$ cat src/verilog/permPkg.sv
`default_nettype none

package permPkg;

    typedef logic [127:0] botWord_t;     // One stream word, bot or top
    typedef logic [47:0]  pcoeffSum_t;
    typedef logic [12:0]  pcoeffCount_t;
    typedef logic [60:0]  payload_t;     // Result word minus the flag bits
    typedef logic [0:0]   origin_t;

    localparam origin_t ORIGIN_TOP = 1'b0;
    localparam origin_t ORIGIN_BOT = 1'b1;

    // Payload of a bot result
    typedef struct packed {
        pcoeffCount_t count;
        pcoeffSum_t   sum;
    } botPayload_t;

    // Payload of a top, scaled counter snapshots
    typedef struct packed {
        logic [29:0] activity;
        logic [30:0] clocks;
    } profilePayload_t;

    typedef struct packed {
        logic       eccFlag;
        logic [1:0] pad;
        payload_t   payload;
    } resultWord_t;

    typedef enum logic [1:0] {IDLE, DRAIN, LOAD} topState_t;

endpackage

`default_nettype wire

$ cat src/verilog/activityProfiler.sv
`timescale 1ns/1ps
`default_nettype none

module activityProfiler #(
    parameter int PIPE_DEPTH = 6
) (
    input  wire                           clk,
    input  wire                           rst,
    input  wire [$clog2(PIPE_DEPTH+1)-1:0] activityMeasure,
    input  wire                           grabProfile,
    output permPkg::payload_t             profileWord
);
    import permPkg::*;

    logic [45:0]     activityCount;  // Sum of occupied stages per cycle
    logic [40:0]     clockCount;
    profilePayload_t profile;

    always_ff @(posedge clk) begin
        if (rst || grabProfile) begin
            activityCount <= '0;
            clockCount    <= '0;
        end else begin
            activityCount <= activityCount + 46'(activityMeasure);
            clockCount    <= clockCount + 1'b1;
        end
    end

    // Occupancy is activity / clocks / PIPE_DEPTH after rescaling by 2^6
    assign profile.activity = activityCount[45:16];
    assign profile.clocks   = clockCount[40:10];
    assign profileWord      = profile;

endmodule

`default_nettype wire

$ cat src/verilog/inputStage.sv
`timescale 1ns/1ps
`default_nettype none

module inputStage #(
    parameter int INIT_CYCLES = 16
) (
    input  wire               clk,
    input  wire               resetn,
    input  wire               ivalid,
    input  wire               startNewTop,
    input  wire [63:0]        botLower,
    input  wire [63:0]        botUpper,
    input  wire               readyForInput,
    output logic              oready,
    output logic              rst,
    output permPkg::botWord_t word,
    output logic              writeBot,
    output logic              writeTop
);

    localparam int CNT_W = $clog2(INIT_CYCLES + 1);

    logic             botValid;
    logic             topValid;
    logic             isInitialized;
    logic [CNT_W-1:0] initCount;

    // Reset normaliser
    always_ff @(posedge clk) begin
        if (!resetn) begin
            rst           <= 1'b1;
            isInitialized <= 1'b0;
            initCount     <= '0;
        end else begin
            rst <= 1'b0;
            if (initCount == CNT_W'(INIT_CYCLES)) begin
                isInitialized <= 1'b1;
            end else begin
                initCount <= initCount + 1'b1;
            end
        end
    end

    // One-deep holding register
    always_ff @(posedge clk) begin
        if (!resetn) begin
            botValid <= 1'b0;
            topValid <= 1'b0;
        end else if (oready) begin
            botValid <= ivalid && !startNewTop;
            topValid <= ivalid && startNewTop;
        end
    end

    always_ff @(posedge clk) begin
        if (oready) begin
            word <= {botUpper, botLower};
        end
    end

    // An empty holding slot may take a word before init completes
    assign oready   = (readyForInput && isInitialized) || (!botValid && !topValid && !rst);
    assign writeBot = botValid && oready;
    assign writeTop = topValid && oready;

    writeExclusive: assert property (@(posedge clk) disable iff (rst)
        !(writeBot && writeTop))
        else $error("writeBot and writeTop raised together");

endmodule

`default_nettype wire

$ cat src/verilog/permutationPipeline.sv
`timescale 1ns/1ps
`default_nettype none

module permutationPipeline #(
    parameter int PIPE_DEPTH   = 6,
    parameter int RESULT_DEPTH = 8
) (
    input  wire                           clk,
    input  wire                           rst,
    input  permPkg::botWord_t             bot,
    input  permPkg::botWord_t             topWord,
    input  wire                           writeBot,
    input  wire                           grabResult,
    output logic                          readyForInputBot,
    output logic                          resultsAvailable,
    output permPkg::pcoeffSum_t           pcoeffSum,
    output permPkg::pcoeffCount_t         pcoeffCount,
    output logic [$clog2(PIPE_DEPTH+1)-1:0] activityMeasure
);
    import permPkg::*;

    localparam int PTR_W  = (RESULT_DEPTH > 1) ? $clog2(RESULT_DEPTH) : 1;
    localparam int FILL_W = $clog2(RESULT_DEPTH + 1);
    localparam int LOAD_W = $clog2(PIPE_DEPTH + RESULT_DEPTH + 1);
    localparam int ACT_W  = $clog2(PIPE_DEPTH + 1);

    typedef logic [7:0] laneCount_t;  // Popcount of one 128-bit word

    function automatic botWord_t rotateLanes(input botWord_t w, input int unsigned lanes);
        logic [255:0] twice;
        twice = {w, w} << (32 * lanes);
        return twice[255:128];
    endfunction

    function automatic logic [PTR_W-1:0] nextPtr(input logic [PTR_W-1:0] p);
        return (p == PTR_W'(RESULT_DEPTH - 1)) ? '0 : p + 1'b1;
    endfunction

    logic [PIPE_DEPTH-1:0] stageValid;
    botWord_t              maskedRot [4];             // Stage 0
    botWord_t              outsideTop;
    laneCount_t            rotCount [4];              // Stage 1
    pcoeffCount_t          countS1;
    botPayload_t           stageData [PIPE_DEPTH-2];  // Stage 2 onward

    botPayload_t       resultBuf [RESULT_DEPTH];
    logic [PTR_W-1:0]  wrPtr;
    logic [PTR_W-1:0]  rdPtr;
    logic [FILL_W-1:0] fillCount;
    logic [LOAD_W-1:0] load;
    logic              pushResult;

    always_ff @(posedge clk) begin
        if (rst) begin
            stageValid <= '0;
        end else begin
            stageValid <= {stageValid[PIPE_DEPTH-2:0], writeBot};
        end
    end

    // Data stages run freely, validity rides in stageValid
    always_ff @(posedge clk) begin
        for (int k = 0; k < 4; k++) begin
            maskedRot[k] <= rotateLanes(bot, k) & topWord;
            rotCount[k]  <= laneCount_t'($countones(maskedRot[k]));
        end
        outsideTop         <= bot & ~topWord;
        countS1            <= pcoeffCount_t'($countones(outsideTop));
        stageData[0].count <= countS1;
        stageData[0].sum   <= pcoeffSum_t'(rotCount[0]) + pcoeffSum_t'(rotCount[1])
                            + pcoeffSum_t'(rotCount[2]) + pcoeffSum_t'(rotCount[3]);
        for (int k = 1; k < PIPE_DEPTH - 2; k++) begin
            stageData[k] <= stageData[k-1];  // Delay up to PIPE_DEPTH
        end
    end

    assign pushResult = stageValid[PIPE_DEPTH-1];

    always_ff @(posedge clk) begin
        if (pushResult) begin
            resultBuf[wrPtr] <= stageData[PIPE_DEPTH-3];
        end
    end

    always_ff @(posedge clk) begin
        if (rst) begin
            wrPtr     <= '0;
            rdPtr     <= '0;
            fillCount <= '0;
        end else begin
            if (pushResult) wrPtr <= nextPtr(wrPtr);
            if (grabResult) rdPtr <= nextPtr(rdPtr);
            fillCount <= fillCount + FILL_W'(pushResult) - FILL_W'(grabResult);
        end
    end

    assign activityMeasure  = ACT_W'($countones(stageValid));
    // Every in-flight bot must find a buffer slot on exit
    assign load             = LOAD_W'(activityMeasure) + LOAD_W'(fillCount);
    assign readyForInputBot = (load < LOAD_W'(RESULT_DEPTH));
    assign resultsAvailable = (fillCount != '0);
    assign pcoeffSum        = resultBuf[rdPtr].sum;
    assign pcoeffCount      = resultBuf[rdPtr].count;

    grabNeedsResult: assert property (@(posedge clk) disable iff (rst)
        grabResult |-> resultsAvailable)
        else $error("result grabbed from an empty buffer");

endmodule

`default_nettype wire

$ cat src/verilog/permutationTop.sv
`timescale 1ns/1ps
`default_nettype none

module permutationTop #(
    parameter int PIPE_DEPTH       = 6,
    parameter int RESULT_DEPTH     = 8,
    parameter int QUEUE_DEPTH_LOG2 = 4,
    parameter int INIT_CYCLES      = 16
) (
    input  wire                  clk,
    input  wire                  resetn,
    input  wire                  ivalid,
    input  wire                  startNewTop,
    input  wire [63:0]           botLower,
    input  wire [63:0]           botUpper,
    input  wire                  iready,
    output logic                 oready,
    output logic                 ovalid,
    output permPkg::resultWord_t summedDataPcoeffCountOut
);
    import permPkg::*;

    logic                           rst;
    logic                           readyForInput;
    logic                           pipelineReady;
    logic                           stallInput;
    logic                           writeBot;
    logic                           writeTop;
    botWord_t                       word;
    botWord_t                       topWord;
    logic                           pipelineEmpty;
    logic                           resultsAvailable;
    logic                           grabResult;
    logic                           grabProfile;
    pcoeffSum_t                     pcoeffSum;
    pcoeffCount_t                   pcoeffCount;
    payload_t                       profileWord;
    logic [$clog2(PIPE_DEPTH+1)-1:0] activityMeasure;

    assign readyForInput = pipelineReady && !stallInput;  // Hold bots back during a top change

    inputStage #(.INIT_CYCLES(INIT_CYCLES)) inStage (
        .clk(clk), .resetn(resetn), .ivalid(ivalid), .startNewTop(startNewTop),
        .botLower(botLower), .botUpper(botUpper), .readyForInput(readyForInput),
        .oready(oready), .rst(rst), .word(word), .writeBot(writeBot), .writeTop(writeTop)
    );

    topManager topMgr (
        .clk(clk), .rst(rst), .topIn(word), .writeTop(writeTop),
        .pipelineEmpty(pipelineEmpty), .stallInput(stallInput), .topWord(topWord)
    );

    permutationPipeline #(.PIPE_DEPTH(PIPE_DEPTH), .RESULT_DEPTH(RESULT_DEPTH)) evalPipe (
        .clk(clk), .rst(rst), .bot(word), .topWord(topWord), .writeBot(writeBot),
        .grabResult(grabResult), .readyForInputBot(pipelineReady),
        .resultsAvailable(resultsAvailable), .pcoeffSum(pcoeffSum),
        .pcoeffCount(pcoeffCount), .activityMeasure(activityMeasure)
    );

    activityProfiler #(.PIPE_DEPTH(PIPE_DEPTH)) profiler (
        .clk(clk), .rst(rst), .activityMeasure(activityMeasure),
        .grabProfile(grabProfile), .profileWord(profileWord)
    );

    resultOrderer #(.QUEUE_DEPTH_LOG2(QUEUE_DEPTH_LOG2)) orderer (
        .clk(clk), .rst(rst), .writeBot(writeBot), .writeTop(writeTop), .iready(iready),
        .resultsAvailable(resultsAvailable), .pcoeffSum(pcoeffSum),
        .pcoeffCount(pcoeffCount), .profileWord(profileWord), .ovalid(ovalid),
        .pipelineEmpty(pipelineEmpty), .grabResult(grabResult), .grabProfile(grabProfile),
        .result(summedDataPcoeffCountOut)
    );

endmodule

`default_nettype wire

$ cat src/verilog/resultOrderer.sv
`timescale 1ns/1ps
`default_nettype none

module resultOrderer #(
    parameter int QUEUE_DEPTH_LOG2 = 4
) (
    input  wire                   clk,
    input  wire                   rst,
    input  wire                   writeBot,
    input  wire                   writeTop,
    input  wire                   iready,
    input  wire                   resultsAvailable,
    input  permPkg::pcoeffSum_t   pcoeffSum,
    input  permPkg::pcoeffCount_t pcoeffCount,
    input  permPkg::payload_t     profileWord,
    output logic                  ovalid,
    output logic                  pipelineEmpty,
    output logic                  grabResult,
    output logic                  grabProfile,
    output permPkg::resultWord_t  result
);
    import permPkg::*;

    localparam int QUEUE_DEPTH = 2 ** QUEUE_DEPTH_LOG2;

    origin_t                 originMem [QUEUE_DEPTH];
    logic [QUEUE_DEPTH_LOG2:0] wrPtr;  // Extra bit tells full from empty
    logic [QUEUE_DEPTH_LOG2:0] rdPtr;
    logic                    push;
    logic                    pop;
    logic                    empty;
    logic                    full;
    origin_t                 headOrigin;
    botPayload_t             botResult;

    assign push  = writeBot || writeTop;
    assign empty = (wrPtr == rdPtr);
    assign full  = (wrPtr[QUEUE_DEPTH_LOG2] != rdPtr[QUEUE_DEPTH_LOG2])
                && (wrPtr[QUEUE_DEPTH_LOG2-1:0] == rdPtr[QUEUE_DEPTH_LOG2-1:0]);

    always_ff @(posedge clk) begin
        if (push) begin
            originMem[wrPtr[QUEUE_DEPTH_LOG2-1:0]] <= writeBot ? ORIGIN_BOT : ORIGIN_TOP;
        end
    end

    always_ff @(posedge clk) begin
        if (rst) begin
            wrPtr <= '0;
            rdPtr <= '0;
        end else begin
            if (push) wrPtr <= wrPtr + 1'b1;
            if (pop)  rdPtr <= rdPtr + 1'b1;
        end
    end

    assign headOrigin = originMem[rdPtr[QUEUE_DEPTH_LOG2-1:0]];

    // Profile of a top is always ready
    assign ovalid        = !empty && (headOrigin == ORIGIN_TOP || resultsAvailable);
    assign pop           = ovalid && iready;
    assign grabResult    = pop && (headOrigin == ORIGIN_BOT);
    assign grabProfile   = pop && (headOrigin == ORIGIN_TOP);
    assign pipelineEmpty = empty;

    assign botResult.count = pcoeffCount;
    assign botResult.sum   = pcoeffSum;
    assign result.eccFlag  = 1'b0;
    assign result.pad      = 2'b00;
    assign result.payload  = (headOrigin == ORIGIN_BOT) ? payload_t'(botResult) : profileWord;

    noPushWhenFull: assert property (@(posedge clk) disable iff (rst)
        push |-> !full)
        else $error("origin queue overflow");

endmodule

`default_nettype wire

$ cat src/verilog/topManager.sv
`timescale 1ns/1ps
`default_nettype none

module topManager (
    input  wire               clk,
    input  wire               rst,
    input  permPkg::botWord_t topIn,
    input  wire               writeTop,
    input  wire               pipelineEmpty,
    output logic              stallInput,
    output permPkg::botWord_t topWord
);
    import permPkg::*;

    topState_t state;
    botWord_t  pendingTop;  // Waits here while older bots drain

    always_ff @(posedge clk) begin
        if (rst) begin
            state <= IDLE;
        end else begin
            case (state)
                IDLE:    if (writeTop) state <= DRAIN;
                DRAIN:   if (pipelineEmpty) state <= LOAD;
                LOAD:    state <= IDLE;
                default: state <= IDLE;
            endcase
        end
    end

    always_ff @(posedge clk) begin
        if (writeTop) begin
            pendingTop <= topIn;
        end
    end

    always_ff @(posedge clk) begin
        if (rst) begin
            topWord <= '0;
        end else if (state == LOAD) begin
            topWord <= pendingTop;  // Nothing in flight at this point
        end
    end

    assign stallInput = (state != IDLE);

    // The input side must hold a second top until the first one is loaded
    topOnlyWhenIdle: assert property (@(posedge clk) disable iff (rst)
        writeTop |-> state == IDLE)
        else $error("top written while a previous top is still pending");

endmodule

`default_nettype wire
$ cat config.mk
export PLATFORM = sky130hd
export DESIGN_NAME = permutationTop
export DESIGN_NICKNAME = d
export VERILOG_FILES = /design/src/verilog/permPkg.sv /design/src/verilog/activityProfiler.sv /design/src/verilog/inputStage.sv /design/src/verilog/permutationPipeline.sv /design/src/verilog/permutationTop.sv /design/src/verilog/resultOrderer.sv /design/src/verilog/topManager.sv
export SDC_FILE = /design/constraint.sdc
export NUM_CORES = 2
export LEC_CHECK = 0
export ABC_AREA = 1
export BUFFER_PORTS_ARGS = -buffer_cell sky130_fd_sc_hd__buf_2
export CAP_MARGIN = 0
export CORE_ASPECT_RATIO = 0.5
export CORE_MARGIN = 3
export CORE_UTILIZATION = 29
export DETAILED_ROUTE_END_ITERATION = 7
export MAX_ROUTING_LAYER = met4
export PLACE_DENSITY_LB_ADDON = 0.3
export SLEW_MARGIN = 40
export SYNTH_ARGS = -nofsm -noshare
export SYNTH_HDL_FRONTEND = slang
export SYNTH_SLANG_ARGS = --single-unit
$ cat constraint.sdc
create_clock -name clk -period 19.7 [get_ports clk]
set_input_delay 3.94 -clock clk [delete_from_list [all_inputs] [get_ports clk]]
set_output_delay 3.94 -clock clk [all_outputs]
set_load 0.02 [all_outputs]
==> flow_summary.toml <==
[power]
ir_drop_mv = 1.88
power_per_cell_area_nw_per_um2 = 157
design_power_total_mw = 12.4
leakagePower_nw = 38.4

[synth]
synth_ff_type = "sky130_fd_sc_hd__dfxtp_1"
synth_sequential_area_ratio_pct = 47.8
post_synthesis_cell_count = 6639
syn-cell-area_um2 = 69200
yosysWarnings = 0
ys_async_sr_fraction_pct = 0
post-synth-top-area-fraction_pct = 29.4
post_synthesis_mean_instance_area_um2 = 10.4
post_synth_num_cell_types = 43
synthDominantAreaCellType = "sky130_fd_sc_hd__dfxtp_1"
synth_enable_flop_cells = 424
synth.ff_latch_count = 1440
synth_top_cells_by_area = "sky130_fd_sc_hd__dfxtp_1 (29%), sky130_fd_sc_hd__fa_1 (19%), sky130_fd_sc_hd__edfxtp_1 (18%)"

[global_routing]
number_of_antenna_violations_at_the_first_check_in_global_routing = 8
grt.overflow.total = 0
first_global_vias = 42400
global_route.usage.total_pct = 17.2
pin_count_of_the_biggest_net_entering_global_routing = 77
wire_length_of_the_first_global_routing_pass_um = 293000

[final_layout]
mostFrequentLayoutCells = "sky130_fd_sc_hd__inv_1 (1869), sky130_fd_sc_hd__dfxtp_1 (1014), sky130_fd_sc_hd__nand2_1 (764), sky130_fd_sc_hd__fa_1 (665), sky130_fd_sc_hd__nor2_1 (648)"
final-seq-area_um2 = 33100
finish.instance_area_um2 = 79000
multi_input_area_um2 = 28700
mostFrequentLayoutCell = "sky130_fd_sc_hd__inv_1"
area_growth_pct = 14.1
fill_cells = 24100
layout.nets = 8174
stdcell_count = 10200
final_layout_size_suffix_gt1_share_pct = 7.22

[critical_path]
r2r_cells = 22
reg2reg_setup_slack_ps = 12460
cp-start-kind = "flip-flop"
worstReg2RegEnd = "evalPipe.rotCount[1][7]"
critical-path-max-stage-delay_ps = 550
path_class = "reg -> out"
critPathRequiredTime_ps = 15760
chain_of_cells_forming_the_critical_path = "fa_1 > inv_1 > fa_1 > inv_1 > ha_1 > fa_1 > ha_1 > nand4_1 > nand2_1 > xor2_1 > nand2_1 > o21ai_4 > buf_2"
crit_top_cell = "sky130_fd_sc_hd__fa_1"
critical-path-slowest-cell = "sky130_fd_sc_hd__fa_1"
critPathCaptureType = "primary output"
r2r-start = "evalPipe.maskedRot[1][88]"
critPathMaxFanout = 5
cp.arrival_ps = 4250

[die]
placement_rows = 126
design.portCount = 199
die_h_um = 351
fp.coreArea_um2 = 237000
die_width_um = 697
die_area_um2 = 245000
effective_utilization_at_floorplan_pct = 29.2

[clock_network]
cts_post_setup_buffers_inserted = 0
cts_sinks = 1440
cts-root-buf = "sky130_fd_sc_hd__clkbuf_16"
cts-hold-fix-buffers = 0
clock_path_buffers = 4
cts_max_level = 4
cts_tree = "yes"
path_clk_slew_ps = 70
insertion_delay_ps = 840
post_cts.resized_instances = 0
cts_buffers = 150

[run]
max_cap_viols = 0

[route]
routed-via-count = 42000
top_layer = "met4"
wl_met2_um = 93800
drt_pass1_iterations = 5
ant_nets = 0
drt_first_iter_violations = 3126
via_per_inst = 4.10
wl_per_cell_um = 19.9
m1WireLength_um = 92800
met3_wirelength_um = 12300
route.detailed.drc = 0
drt_total_wl_um = 204000

[min_path]
hold_path.startpoint = "evalPipe.stageData[0][2]"
holdPathStages = 0
holdCritPathClass = "reg -> reg"
holdPathEnd = "evalPipe.stageData[1][2]"

[sta]
maxClockFrequency_mhz = 122
number_of_pins_with_negative_max_slew_slack_in_the_final_report = 0
tightest_slew_ps = 815
setup-tns-final_ps = 0
grt_setup_unrepaired = "no"
min_period_over_period_pct = 41.6
report.final.setup_viol = 0
clock_skew_ps = 87.9
report.final.hold_viol_count = 0
fin_crit_ps = 8190
maxSlewHeadroom_pct = 45.7

[placement]
place_inst = 9969
routabilityCongestion = 0.973
dp.final_hpwl_um = 160000
io_buffer_count = 195
placedInstanceArea_um2 = 74100

[status]
result_of_the_run = "complete, no violations"
cell type report:
cell class	count	area share, %
Inverter	1878	8.93
Multi-Input combinational cell	3229	36.3
Timing Repair Buffer	223	1.60
Clock inverter	57	0.797
Tap cell	3200	5.07
Sequential cell	1440	41.9
Clock buffer	208	5.40
Antenna cell	2	0.00634
worst max-delay path by stage:
stage	from	endpoint	cells past startpoint
floorplan	inStage.botValid	oready	3
CTS	evalPipe.stageValid[0]	oready	13
global placement	evalPipe.stageValid[0]	oready	13
finish	evalPipe.stageValid[0]	oready	13
global route	evalPipe.stageValid[0]	oready	13
detailed placement	evalPipe.stageValid[0]	oready	13
cell families after synthesis:
kind of cell / count (synthesis) / share of synthesized area [%]
simple gates: 1598 / 9.21
mux: 38 / 0.550
buf+inv: 1972 / 10.8
compound gates: 340 / 2.53
flops: 1440 / 47.8
fa+ha+maj: 1119 / 27.4
other cells: 1 / 0.00542
xor+xnor: 131 / 1.66
Yosys cell counts, types with 3 or more instances:
cell,n
sky130_fd_sc_hd__nor3_2,5
sky130_fd_sc_hd__nand3_1,62
sky130_fd_sc_hd__buf_4,6
sky130_fd_sc_hd__clkbuf_1,62
sky130_fd_sc_hd__o21ai_0,208
sky130_fd_sc_hd__fa_1,665
sky130_fd_sc_hd__o21bai_1,3
sky130_fd_sc_hd__ha_1,454
sky130_fd_sc_hd__nand4_1,19
sky130_fd_sc_hd__nor2_2,32
sky130_fd_sc_hd__buf_2,19
sky130_fd_sc_hd__nor3b_1,4
sky130_fd_sc_hd__nand2_1,765
sky130_fd_sc_hd__buf_6,5
sky130_fd_sc_hd__dfxtp_1,1016
sky130_fd_sc_hd__inv_1,1871
sky130_fd_sc_hd__a31oi_1,19
sky130_fd_sc_hd__xnor2_1,35
sky130_fd_sc_hd__nor2_1,651
sky130_fd_sc_hd__edfxtp_1,424
sky130_fd_sc_hd__xor2_1,96
sky130_fd_sc_hd__a21oi_1,88
sky130_fd_sc_hd__inv_2,4
sky130_fd_sc_hd__nand2_2,3
sky130_fd_sc_hd__mux2i_1,38
sky130_fd_sc_hd__nor3_1,47
sky130_fd_sc_hd__nand4_2,3
sky130_fd_sc_hd__o21ai_1,15
per-layer routing:
metal	track usage, %	up-vias
met1	22.7	20700
met5	-	-
met3	3.36	226
met4	4.11	0
met2	27.3	945
li1	-	20200
metrics by stage:
stage	util [%]	setup WS [ps]	hold WS [ps]
floorplan	-	5840	310
global placement	31.3	12210	311
detailed placement	31.3	12230	312
CTS	33.4	11390	300
global route	33.4	11210	302
finish	33.4	11510	302
state kept, by name (all words and copies together), names as in the netlist, 6 cells and up, named ones only:
name                    cells
evalPipe.maskedRot        512
evalPipe.resultBuf        152
evalPipe.outsideTop       128
inStage.word              128
topMgr.pendingTop         128
topMgr.topWord            128
evalPipe.stageData         76
profiler.activityCount     46
profiler.clockCount        41
evalPipe.rotCount          32
orderer.originMem          16
evalPipe.countS1            9
evalPipe.stageValid         6
report_power, final:
| part | switching (mW) | total, mW | internal (mW) |
|---|---|---|---|
| registers | 0.106 | 3.41 | 3.30 |
| clock network | 1.22 | 2.89 | 1.67 |
| logic | 3.55 | 6.09 | 2.54 |
worst max-delay path: cells and delay by family (launching register included):
family	cells	cell delay (ps)
xor+xnor	1	220
compound gates	1	180
fa+ha+maj	5	2040
simple gates	3	430
buf+inv	3	310
flops	1	330
Note: power is estimated with default switching activity, not from simulation.
